### src/verilog/rename_pkg.sv
`default_nettype none

package rename_pkg;

    // Register file sizes
    localparam int ARCH_REGS = 32;
    localparam int PHYS_REGS = 64;

    // Buffer depths
    localparam int ROB_DEPTH = 8;
    localparam int IQ_DEPTH  = 4;

    // Architectural register number
    typedef logic [$clog2(ARCH_REGS)-1:0] arch_reg_t;

    // Physical tag
    typedef logic [$clog2(PHYS_REGS)-1:0] preg_t;

    // Reorder buffer index
    typedef logic [$clog2(ROB_DEPTH)-1:0] rob_id_t;

    // Decoded instruction as held in the instruction queue
    typedef struct packed {
        arch_reg_t rd;
        arch_reg_t rs1;
        arch_reg_t rs2;
    } inst_t;

endpackage : rename_pkg

`default_nettype wire
### src/verilog/rename_if.sv
`timescale 1ns/100ps
`default_nettype none

// Dispatch record from rename control into the ROB
interface dispatch_if;
    logic                  valid;
    rename_pkg::arch_reg_t rd;
    rename_pkg::preg_t     new_preg;
    rename_pkg::preg_t     old_preg;
    rename_pkg::rob_id_t   rob_id;

    // Tail index comes back from the ROB
    modport ctrl (
        output valid,
        output rd,
        output new_preg,
        output old_preg,
        input  rob_id
    );

    modport rob (
        input  valid,
        input  rd,
        input  new_preg,
        input  old_preg,
        output rob_id
    );
endinterface : dispatch_if

// Retirement record out of the ROB head
interface retire_if;
    logic                  valid;
    rename_pkg::arch_reg_t rd;
    rename_pkg::preg_t     new_preg;
    rename_pkg::preg_t     old_preg;

    modport rob (
        output valid,
        output rd,
        output new_preg,
        output old_preg
    );

    // Rename control only needs to know whether a tag is freed
    modport sink (
        input valid,
        input rd
    );
endinterface : retire_if

`default_nettype wire

### src/verilog/rename_core.sv
`timescale 1ns/100ps
`default_nettype none

module rename_core (
    input  logic                  clk,
    input  logic                  arst_n,

    input  logic                  inst_valid,
    input  rename_pkg::arch_reg_t inst_rd,
    input  rename_pkg::arch_reg_t inst_rs1,
    input  rename_pkg::arch_reg_t inst_rs2,
    output logic                  inst_full,

    output logic                  disp_valid,
    output rename_pkg::rob_id_t   disp_rob_id,
    output rename_pkg::preg_t     disp_prd,
    output rename_pkg::preg_t     disp_prs1,
    output rename_pkg::preg_t     disp_prs2,

    input  logic                  complete_valid,
    input  rename_pkg::rob_id_t   complete_rob_id,

    output logic                  commit_valid,
    output rename_pkg::arch_reg_t commit_rd,
    output rename_pkg::preg_t     commit_prd
);

    rename_pkg::inst_t inst_in;
    rename_pkg::inst_t iq_head;
    logic              iq_empty;
    logic              iq_pop;

    rename_pkg::preg_t free_tag;
    logic              free_pop;
    logic              free_push;

    rename_pkg::preg_t old_prd;
    logic              rat_we;
    logic              rob_full;

    dispatch_if u_disp_if ();
    retire_if   u_ret_if ();

    assign inst_in = '{rd: inst_rd, rs1: inst_rs1, rs2: inst_rs2};

    circular_queue #(
        .payload_t (rename_pkg::inst_t),
        .DEPTH     (rename_pkg::IQ_DEPTH),
        .PRELOAD   (1'b0)
    ) u_inst_queue (
        .clk    (clk),
        .arst_n (arst_n),
        .push   (inst_valid),
        .in     (inst_in),
        .pop    (iq_pop),
        .out    (iq_head),
        .empty  (iq_empty),
        .full   (inst_full)
    );

    // Holds every tag not mapped by the alias table or pending in the ROB
    circular_queue #(
        .payload_t (rename_pkg::preg_t),
        .DEPTH     (rename_pkg::PHYS_REGS - rename_pkg::ARCH_REGS),
        .PRELOAD   (1'b1)
    ) u_free_list (
        .clk    (clk),
        .arst_n (arst_n),
        .push   (free_push),
        .in     (u_ret_if.old_preg),
        .pop    (free_pop),
        .out    (free_tag),
        .empty  (),
        .full   ()
    );

    // Lookups come straight from the queue head
    rat u_rat (
        .clk     (clk),
        .arst_n  (arst_n),
        .rs1     (iq_head.rs1),
        .rs2     (iq_head.rs2),
        .rd      (iq_head.rd),
        .prs1    (disp_prs1),
        .prs2    (disp_prs2),
        .old_prd (old_prd),
        .we      (rat_we),
        .new_prd (free_tag)
    );

    rob u_rob (
        .clk             (clk),
        .arst_n          (arst_n),
        .disp            (u_disp_if.rob),
        .complete_valid  (complete_valid),
        .complete_rob_id (complete_rob_id),
        .ret             (u_ret_if.rob),
        .full            (rob_full)
    );

    rename_ctrl u_rename_ctrl (
        .head_inst (iq_head),
        .iq_empty  (iq_empty),
        .rob_full  (rob_full),
        .iq_pop    (iq_pop),
        .free_tag  (free_tag),
        .free_pop  (free_pop),
        .rat_we    (rat_we),
        .old_prd   (old_prd),
        .disp      (u_disp_if.ctrl),
        .ret       (u_ret_if.sink),
        .free_push (free_push)
    );

    assign disp_valid  = u_disp_if.valid;
    assign disp_rob_id = u_disp_if.rob_id;
    assign disp_prd    = u_disp_if.new_preg;

    assign commit_valid = u_ret_if.valid;
    assign commit_rd    = u_ret_if.rd;
    assign commit_prd   = u_ret_if.new_preg;

endmodule : rename_core

`default_nettype wire

### src/verilog/rename_ctrl.sv
`timescale 1ns/100ps
`default_nettype none

module rename_ctrl (
    input  rename_pkg::inst_t head_inst,
    input  logic              iq_empty,
    input  logic              rob_full,
    output logic              iq_pop,
    input  rename_pkg::preg_t free_tag,
    output logic              free_pop,
    output logic              rat_we,
    input  rename_pkg::preg_t old_prd,
    dispatch_if.ctrl          disp,
    retire_if.sink            ret,
    output logic              free_push
);

    logic fire;
    logic has_rd;

    // One instruction per cycle whenever there is work and room
    assign fire   = !iq_empty && !rob_full;
    assign has_rd = head_inst.rd != '0;

    assign iq_pop = fire;

    // x0 destinations take no tag and leave the mapping alone
    assign free_pop = fire && has_rd;
    assign rat_we   = fire && has_rd;

    assign disp.valid    = fire;
    assign disp.rd       = head_inst.rd;
    assign disp.new_preg = has_rd ? free_tag : '0;
    assign disp.old_preg = has_rd ? old_prd : '0;

    // Old tag goes back to the free list on retirement
    assign free_push = ret.valid && ret.rd != '0;

endmodule : rename_ctrl

`default_nettype wire

### src/verilog/rob.sv
`timescale 1ns/100ps
`default_nettype none

module rob (
    input  logic                clk,
    input  logic                arst_n,
    dispatch_if.rob             disp,
    input  logic                complete_valid,
    input  rename_pkg::rob_id_t complete_rob_id,
    retire_if.rob               ret,
    output logic                full
);

    typedef logic [$clog2(rename_pkg::ROB_DEPTH+1)-1:0] cnt_t;

    // Entry payload
    rename_pkg::arch_reg_t rd_q  [rename_pkg::ROB_DEPTH];
    rename_pkg::preg_t     new_q [rename_pkg::ROB_DEPTH];
    rename_pkg::preg_t     old_q [rename_pkg::ROB_DEPTH];

    logic [rename_pkg::ROB_DEPTH-1:0] done_q;
    rename_pkg::rob_id_t              head;
    rename_pkg::rob_id_t              tail;
    cnt_t                             count;

    assign full        = count == cnt_t'(rename_pkg::ROB_DEPTH);
    assign disp.rob_id = tail;

    // Head leaves as soon as it is done
    assign ret.valid    = (count != '0) && done_q[head];
    assign ret.rd       = rd_q[head];
    assign ret.new_preg = new_q[head];
    assign ret.old_preg = old_q[head];

    always_ff @(posedge clk) begin
        if (disp.valid) begin
            rd_q[tail]  <= disp.rd;
            new_q[tail] <= disp.new_preg;
            old_q[tail] <= disp.old_preg;
        end
    end

    // Indices wrap on their own, depth is a power of two
    always_ff @(posedge clk or negedge arst_n) begin
        if (!arst_n) begin
            head   <= '0;
            tail   <= '0;
            count  <= '0;
            done_q <= '0;
        end else begin
            if (complete_valid) begin
                done_q[complete_rob_id] <= 1'b1;
            end
            if (ret.valid) begin
                done_q[head] <= 1'b0;
                head         <= head + 1'b1;
            end
            // Fresh entry starts incomplete
            if (disp.valid) begin
                done_q[tail] <= 1'b0;
                tail         <= tail + 1'b1;
            end
            case ({disp.valid, ret.valid})
                2'b10:   count <= count + 1'b1;
                2'b01:   count <= count - 1'b1;
                default: count <= count;
            endcase
        end
    end

endmodule : rob

`default_nettype wire

### src/verilog/rat.sv
`timescale 1ns/100ps
`default_nettype none

module rat (
    input  logic                  clk,
    input  logic                  arst_n,
    input  rename_pkg::arch_reg_t rs1,
    input  rename_pkg::arch_reg_t rs2,
    input  rename_pkg::arch_reg_t rd,
    output rename_pkg::preg_t     prs1,
    output rename_pkg::preg_t     prs2,
    output rename_pkg::preg_t     old_prd,
    input  logic                  we,
    input  rename_pkg::preg_t     new_prd
);

    rename_pkg::preg_t map [rename_pkg::ARCH_REGS];

    // Source lookups and the mapping about to be replaced
    assign prs1    = map[rs1];
    assign prs2    = map[rs2];
    assign old_prd = map[rd];

    always_ff @(posedge clk or negedge arst_n) begin
        if (!arst_n) begin
            // Identity mapping, so x0 sits on tag 0 for good
            for (int i = 0; i < rename_pkg::ARCH_REGS; i++) begin
                map[i] <= rename_pkg::preg_t'(i);
            end
        end else if (we && rd != '0) begin
            map[rd] <= new_prd;
        end
    end

endmodule : rat

`default_nettype wire

### src/verilog/circular_queue.sv
`timescale 1ns/100ps
`default_nettype none

module circular_queue #(
    parameter type payload_t = logic,
    parameter int  DEPTH     = 4,
    parameter bit  PRELOAD   = 1'b0
) (
    input  logic     clk,
    input  logic     arst_n,
    input  logic     push,
    input  payload_t in,
    input  logic     pop,
    output payload_t out,
    output logic     empty,
    output logic     full
);

    typedef logic [$clog2(DEPTH)-1:0]   idx_t;
    typedef logic [$clog2(DEPTH+1)-1:0] cnt_t;

    payload_t mem [DEPTH];
    idx_t     head;
    idx_t     tail;
    cnt_t     count;
    logic     do_push;
    logic     do_pop;

    // Wrap explicitly so non power of two depths work too
    function automatic idx_t next_idx(idx_t idx);
        return (idx == idx_t'(DEPTH - 1)) ? '0 : idx + 1'b1;
    endfunction

    assign empty = count == '0;
    assign full  = count == cnt_t'(DEPTH);
    assign out   = mem[head];

    assign do_pop  = pop && !empty;
    // A full queue still accepts a push when the head leaves in the same cycle
    assign do_push = push && (!full || do_pop);

    always_ff @(posedge clk or negedge arst_n) begin
        if (!arst_n) begin
            head  <= '0;
            tail  <= '0;
            count <= PRELOAD ? cnt_t'(DEPTH) : '0;
        end else begin
            if (do_pop) begin
                head <= next_idx(head);
            end
            if (do_push) begin
                tail <= next_idx(tail);
            end
            if (do_push && !do_pop) begin
                count <= count + 1'b1;
            end else if (do_pop && !do_push) begin
                count <= count - 1'b1;
            end
        end
    end

    generate
        if (PRELOAD) begin : g_preload
            // Free list mode, tags above the architectural range start out free
            always_ff @(posedge clk or negedge arst_n) begin
                if (!arst_n) begin
                    for (int i = 0; i < DEPTH; i++) begin
                        mem[i] <= payload_t'(rename_pkg::ARCH_REGS + i);
                    end
                end else if (do_push) begin
                    mem[tail] <= in;
                end
            end
        end else begin : g_plain
            always_ff @(posedge clk) begin
                if (do_push) begin
                    mem[tail] <= in;
                end
            end
        end
    endgenerate

endmodule : circular_queue

`default_nettype wire

### config.mk
export PLATFORM = sky130hd
export DESIGN_NAME = rename_core
export DESIGN_NICKNAME = d
export VERILOG_FILES = /design/src/verilog/rename_pkg.sv /design/src/verilog/rename_if.sv /design/src/verilog/rename_core.sv /design/src/verilog/rename_ctrl.sv /design/src/verilog/rob.sv /design/src/verilog/rat.sv /design/src/verilog/circular_queue.sv
export SDC_FILE = /design/constraint.sdc
export NUM_CORES = 1
export LEC_CHECK = 0
export BUFFER_PORTS_ARGS = -buffer_cell sky130_fd_sc_hd__buf_2
export CORE_ASPECT_RATIO = 0.9
export CORE_MARGIN = 2
export CORE_UTILIZATION = 40
export DETAILED_ROUTE_END_ITERATION = 8
export SLEW_MARGIN = 20
export SYNTH_ARGS = -nofsm -noshare
export SYNTH_HDL_FRONTEND = slang
export SYNTH_SLANG_ARGS = --single-unit
### constraint.sdc
create_clock -name clk -period 5.8 [get_ports clk]
set_input_delay 0.58 -clock clk [delete_from_list [all_inputs] [get_ports clk]]
set_output_delay 0.58 -clock clk [all_outputs]
set_load 0.01 [all_outputs]
==> summary.md, run 1 <==
| Metric | Value |
|---|---|
| Multi-input logic area | 13840 sq um |
| Maxcap violations | 0 |
| Initial antenna violation count | 1 |
| CP required | 5.22 ns |
| Setup bufs post-CTS | 0 |
| Die Y | 270.6 um |
| Root Buffer | clkbuf_16 |
| Top post-synthesis cells by area | edfxtp_1 (19%), dfrtp_1 (18%), dfstp_2 (16%), mux4_2 (7.5%), mux2_2 (6.5%) |
| Core Area | 78040 sq um |
| Worst setup SP type | register |
| Least-Margin Pin Slew | 1.183 ns |
| Endpoints failing setup | 0 |
| Worst Hold Class | in2reg |
| Cell variety after synth | 76 |
| Via density per instance | 5.965 |
| Avg Cell Area, Syn | 11.67 sq um |
| Fin. max-slew vios | 0 |
| FF+latch count, synth | 621 |
| Largest net degree at the start of global routing | 157 |
| Vias in the first global route | 22270 |
| Initial DRC count | 2690 |
| Drc violations | 0 |
| Setup CP Type | reg2out |
| CP Cell Sequence | buf_4 > mux4_4 > buf_12 > nor2b_1 > a211oi_1 > a31oi_1 > o22ai_1 > nor4_1 > buf_2 |
| Pwr per Cell Area | 688.4 nW/um^2 |
| Crit path max-delay cell type | mux4_4 |
| Min Tclk post-route | 4.960 ns |
| HP Start | inst_rs1[2] |
| Total gr overflow | 0 |
| Largest area contributor in the netlist | edfxtp_1 |
| Hold slack | 0.1787 ns |
| CP Capture Type | output port |
| First-pass GRT wire length | 137600 um |
| Detail Placement HPWL | 56860 um |
| Critical path arrival | 4.38 ns |
| Synthesis-to-finish area growth | 11.08% |
| H-Tree Depth | 3 |
| Int Power | 13.59 mW |
| Synth warnings | 0 |
| Max Clock Skew | 0.02736 ns |
| First-pass iteration count of the detailed router | 5 |
| All-Layer GR Usage | 0.2191 |
| # IOs | 57 |
| Wire per inst | 23.69 um |
| Routability congestion estimate | 0.9330 |
| Sw Share | 0.4374 |
| FMAX | 201.6 MHz |
| RSZ-0062 raised after global routing | no |
| CTS tree | yes |
| Rows | 97 |
| Synth cell count leaders | nand2_1 (455), dfrtp_1 (232), edfxtp_1 (196) |
| Sequential share of power | 0.340 |
| Leak Pwr | 13.08 nW |
| Die area | 81240 sq um |
| Post-Syn Instances | 2708 |
| FF-to-FF setup slack | 1.00 ns |
| Period utilization | 0.8552 |
| CTS clk-pin slew, worst paths | 0.06 ns |
| Hold Violations, Final | 0 |
| Die width | 300.2 um |
| Antenna fix cells | 0 |
| Synthesized area | 31590 sq um |
| Layout net count | 2710 |
| FILL cells | 6992 |
| Post-synth ARST share | 0.6844 |
| Initial core utilization | 0.4048 |
| Place WS | 0.9922 ns |
| Layout cell share with drive strength beyond 1 | 0.2834 |
| EDFF count, synth | 196 |
| Reg area | 16770 sq um |
| Seq/Total Area, Yosys | 0.5306 |
| Routed WL | 89000 um |
| Clk Latency, worst-skew pair | 0.62 ns |
| CP startpoint | u_inst_queue.head[0] |
| Detailed-route via count | 22400 |
| Post-route ant nets | 0 |
| RR Startpoint | u_rob.head[0] |
| Rel. slew slack | 0.2085 |
| Synth Flop Type | dfrtp_1 |
| Worst setup margin | 0.8399 ns |
| Crit-path max FO | 85 |
| Sw Pwr | 10.57 mW |
| Post_cts resized | 0 |
| Largest stage delay on the critical path | 1.11 ns |
| Syn_nets | 2757 |
| Status | finished clean |
| Number of CTS-inserted buffers | 70 |
| Total power | 24.16 mW |
| Count of port buffers added during placement | 56 |
| Sum Neg Setup Slack | 0 ns |
| Clk pwr share | 0.186 |
| Yosys top cell area share | 0.1863 |
| CTS Sinks | 621 |
| Count leader, synth | nand2_1 |
| Comb pwr share | 0.474 |
| Maximum clock path buffer count | 3 |
| Peak VDD IR | 0.0006527 V |
[layout make-up]
| type | count | area share |
|---|---|---|
| clock buffer | 102 | 0.05769 |
| clock inverter | 26 | 0.008558 |
| inverter | 19 | 0.002460 |
| multi-input combinational | 1842 | 0.3944 |
| sequential | 621 | 0.4779 |
| tap | 1039 | 0.03705 |
| timing repair buffer | 107 | 0.02196 |
[metal layers]
layer  vias to the layer above  GRT usage  wire, um
li1                       9866          -         -
met2                       995     0.3334     40370
met4                         0    0.07434      2711
met3                       210    0.04288      7149
met1                     11330     0.3129     38770
met5                         -          0         0
[stage by stage]
step                      utilization  area, sq um  cells
after floorplan                     -        31590   2708
after global placement         0.4194        32730   3626
after detailed placement       0.4194        32730   3626
after CTS                      0.4493        35060   3755
after global routing           0.4496        35090   3756
final                          0.4496        35090   3756
[power by group through the flow]
| stage | clock network [mW] | registers [mW] | logic, mW |
|---|---|---|---|
| after CTS | 4.60 | 8.17 | 11.3 |
| after global routing | 4.78 | 8.41 | 12.3 |
| after detailed placement | 0 | 8.24 | 11.3 |
| final | 4.50 | 8.20 | 11.5 |
| after global placement | 0 | 8.13 | 11.0 |
| after floorplan | 0 | 7.60 | 7.91 |
[path summary, 6_finish.rpt]
kind                       depth (start not counted)                      to
max in group asynchronous                          3           u_rob.head[1]
setup reg to reg                                  15    u_free_list.count[5]
setup / recovery                                   9            disp_prs1[1]
hold reg to reg                                    0          u_rat.map[187]
min in group asynchronous                          2           u_rat.map[80]
hold / removal                                     1  u_inst_queue.mem[1][7]
[kinds of logic after synthesis]
logic type / synth area share
flip-flops: 0.5306
AND/OR/NAND/NOR: 0.1351
AO/OA/AOI/OAI: 0.1149
multiplexers: 0.1677
buffers and inverters: 0.03612
XOR/XNOR: 0.004159
adder cells (fa/ha/maj): 0.01141
[flip-flops by register name, indices dropped and copies added (netlist names)]
| name | count |
|---|---|
| u_rob.head | 3 |
| u_free_list.count | 6 |
| u_free_list.head | 5 |
| u_inst_queue.mem | 60 |
| u_free_list.tail | 5 |
| u_rob.old_q | 48 |
| u_rob.disp.rob_id | 3 |
| u_inst_queue.tail | 2 |
| u_rob.count | 4 |
| u_free_list.mem | 192 |
| u_rat.map | 192 |
| u_inst_queue.head | 2 |
| u_rob.new_q | 48 |
| u_rob.done_q | 8 |
| u_inst_queue.count | 3 |
| u_rob.rd_q | 40 |
[repair_timing]
item                                    4_1_cts  5_1_grt
endpoints found under the setup margin        0        0
hold buffers                                  1        0
endpoints found under the hold margin        16        0
[worst max-delay path: cells and delay by family, from the launching register on]
kind / cells / cell delay, ns
multiplexers: 1 / 1.11
AND/OR/NAND/NOR: 2 / 0.65
AO/OA/AOI/OAI: 3 / 0.41
flip-flops: 1 / 0.52
buffers and inverters: 3 / 0.98
[cell usage in the layout, fill, tap and decap left out, types with 34 or more instances in the layout]
master and count:
dfstp_2 193, nand2_1 455, nor2_1 81, buf_4 43
buf_2 55, nand3_1 34, dfrtp_1 228, clkbuf_16 72
nor2b_1 159, mux2_2 181, mux4_2 101, a211oi_1 158
edfxtp_1 196, a21oi_1 64, o22ai_1 50, o21ai_0 171
a31oi_1 110
Note: power is estimated with default switching activity, not from simulation.
==> run 2: changes to the inputs <==
--- a/config.mk
+++ b/config.mk
@@ -9,6 +9,7 @@
 export CORE_ASPECT_RATIO = 0.9
 export CORE_MARGIN = 2
 export CORE_UTILIZATION = 40
+export CTS_BUF_LIST = sky130_fd_sc_hd__clkbuf_16
 export DETAILED_ROUTE_END_ITERATION = 8
 export SLEW_MARGIN = 20
 export SYNTH_ARGS = -nofsm -noshare
==> summary.md, run 2 (synthesized netlist as in run 1, its figures left out) <==
| Metric | Value |
|---|---|
| First-pass iteration count of the detailed router | 6 |
| Clk Latency, worst-skew pair | 0.63 ns |
| Sum Neg Setup Slack | 0 ns |
| Core Area | 78040 sq um |
| Layout net count | 2710 |
| Top flop regs | u_free_list.mem: 192 flops, u_rat.map: 192 flops, u_inst_queue.mem: 60 flops |
| Routed WL | 88990 um |
| Peak VDD IR | 0.0006553 V |
| CTS Sinks | 621 |
| All-Layer GR Usage | 0.2190 |
| Die Y | 270.6 um |
| Reg area | 16770 sq um |
| Root Buffer | clkbuf_16 |
| Int Power | 13.41 mW |
| FILL cells | 7004 |
| Period utilization | 0.8571 |
| Commonest non-fill, non-tap cell in the layout | nand2_1 |
| Rel. slew slack | 0.2307 |
| Largest net degree at the start of global routing | 157 |
| Drc violations | 0 |
| RSZ-0062 raised after global routing | no |
| Worst setup SP type | register |
| Number of CTS-inserted buffers | 70 |
| Critical path arrival | 4.39 ns |
| Sw Share | 0.4405 |
| Pwr per Cell Area | 685.2 nW/um^2 |
| Rows | 97 |
| First-pass GRT wire length | 137500 um |
| CP Capture Type | output port |
| Vias in the first global route | 22240 |
| Via density per instance | 5.930 |
| Die width | 300.2 um |
| Die area | 81240 sq um |
| Endpoints failing setup | 0 |
| Routability congestion estimate | 0.9330 |
| Post-route ant nets | 0 |
| Place WS | 0.9922 ns |
| FMAX | 201.2 MHz |
| Sequential share of power | 0.342 |
| Min Tclk post-route | 4.971 ns |
| Initial antenna violation count | 1 |
| Maxcap violations | 0 |
| Fin. max-slew vios | 0 |
| Crit-path max FO | 85 |
| Hold Violations, Final | 0 |
| Total gr overflow | 0 |
| Hold slack | 0.1827 ns |
| Least-Margin Pin Slew | 1.150 ns |
| Clk pwr share | 0.180 |
| Placed cell areas | 32730 sq um |
| H-Tree Depth | 3 |
| Status | finished clean |
| Maximum clock path buffer count | 3 |
| Worst setup margin | 0.8287 ns |
| Wire per inst | 23.69 um |
| Multi-input logic area | 13840 sq um |
| Leak Pwr | 13.10 nW |
| CTS tree | yes |
| Detailed-route via count | 22270 |
| # IOs | 57 |
| Comb pwr share | 0.478 |
| Synthesis-to-finish area growth | 10.73% |
| Sw Pwr | 10.56 mW |
| Setup CP Type | reg2out |
| Post-layout instance area | 34980 sq um |
| CTS clk-pin slew, worst paths | 0.06 ns |
| Antenna fix cells | 0 |
| CP required | 5.22 ns |
| Initial DRC count | 2786 |
| Count of port buffers added during placement | 56 |
| Initial core utilization | 0.4048 |
| Total power | 23.97 mW |
| Most frequent cells in the layout | nand2_1 (455), dfrtp_1 (228), edfxtp_1 (196), dfstp_2 (193), mux2_2 (181) |
| Max Clock Skew | 0.02907 ns |
| Worst Hold Class | in2reg |
| Layout cell share with drive strength beyond 1 | 0.2794 |
| Detail Placement HPWL | 56860 um |
## run 2: metrics by stage
stage / instances / util
after floorplan: 2708 / -
after global placement: 3626 / 0.4194
after detailed placement: 3626 / 0.4194
after CTS: 3755 / 0.4479
after global routing: 3756 / 0.4482
final: 3756 / 0.4482
## run 2: cell type report
type                       count  area share
tap                         1039     0.03716
sequential                   621      0.4794
timing repair buffer         107     0.02203
inverter                      19    0.002468
multi-input combinational   1842      0.3956
clock buffer                  72     0.05151
clock inverter                56     0.01180
## run 2: worst paths after layout
kind	from	to	slack, ns	depth (start not counted)
setup / recovery	u_inst_queue.head[0]	disp_prs1[1]	0.83	9
hold / removal	inst_rs1[2]	u_inst_queue.mem[1][7]	0.18	1
setup reg to reg	u_rob.head[0]	u_free_list.count[5]	1.01	15
hold reg to reg	u_rat.map[187]	u_rat.map[187]	0.39	0
max in group asynchronous	arst_n	u_rob.head[1]	3.76	3
min in group asynchronous	arst_n	u_rat.map[80]	0.55	2
## run 2: metal layers
layer / vias to the layer above / track usage / wire [um]
met4: 0 / 0.07408 / 2647
met1: 11300 / 0.3127 / 38750
li1: 9856 / - / -
met3: 189 / 0.04328 / 7133
met5: - / 0 / 0
met2: 924 / 0.3331 / 40460
## run 2: critical path, stage by stage (launching register included)
cell and delay, ns:
dfrtp_1 0.52, buf_4 0.38, mux4_4 1.11, buf_12 0.37
nor2b_1 0.18, a211oi_1 0.07, a31oi_1 0.19, o22ai_1 0.13
nor4_1 0.50, buf_2 0.25
## run 2: power by group through the flow
stage	Clock, mW	Sequential (mW)	Combinational (mW)
after floorplan	0	7.60	7.91
after global placement	0	8.13	11.0
after detailed placement	0	8.24	11.3
after CTS	4.42	8.17	11.3
after global routing	4.60	8.41	12.3
final	4.32	8.20	11.4
## run 2: repair_timing
item | in CTS | in global routing
hold endpoints to repair | 17 | 0
buffers inserted | 0 | 0
resized for setup | 0 | 0
hold buffers | 1 | 0
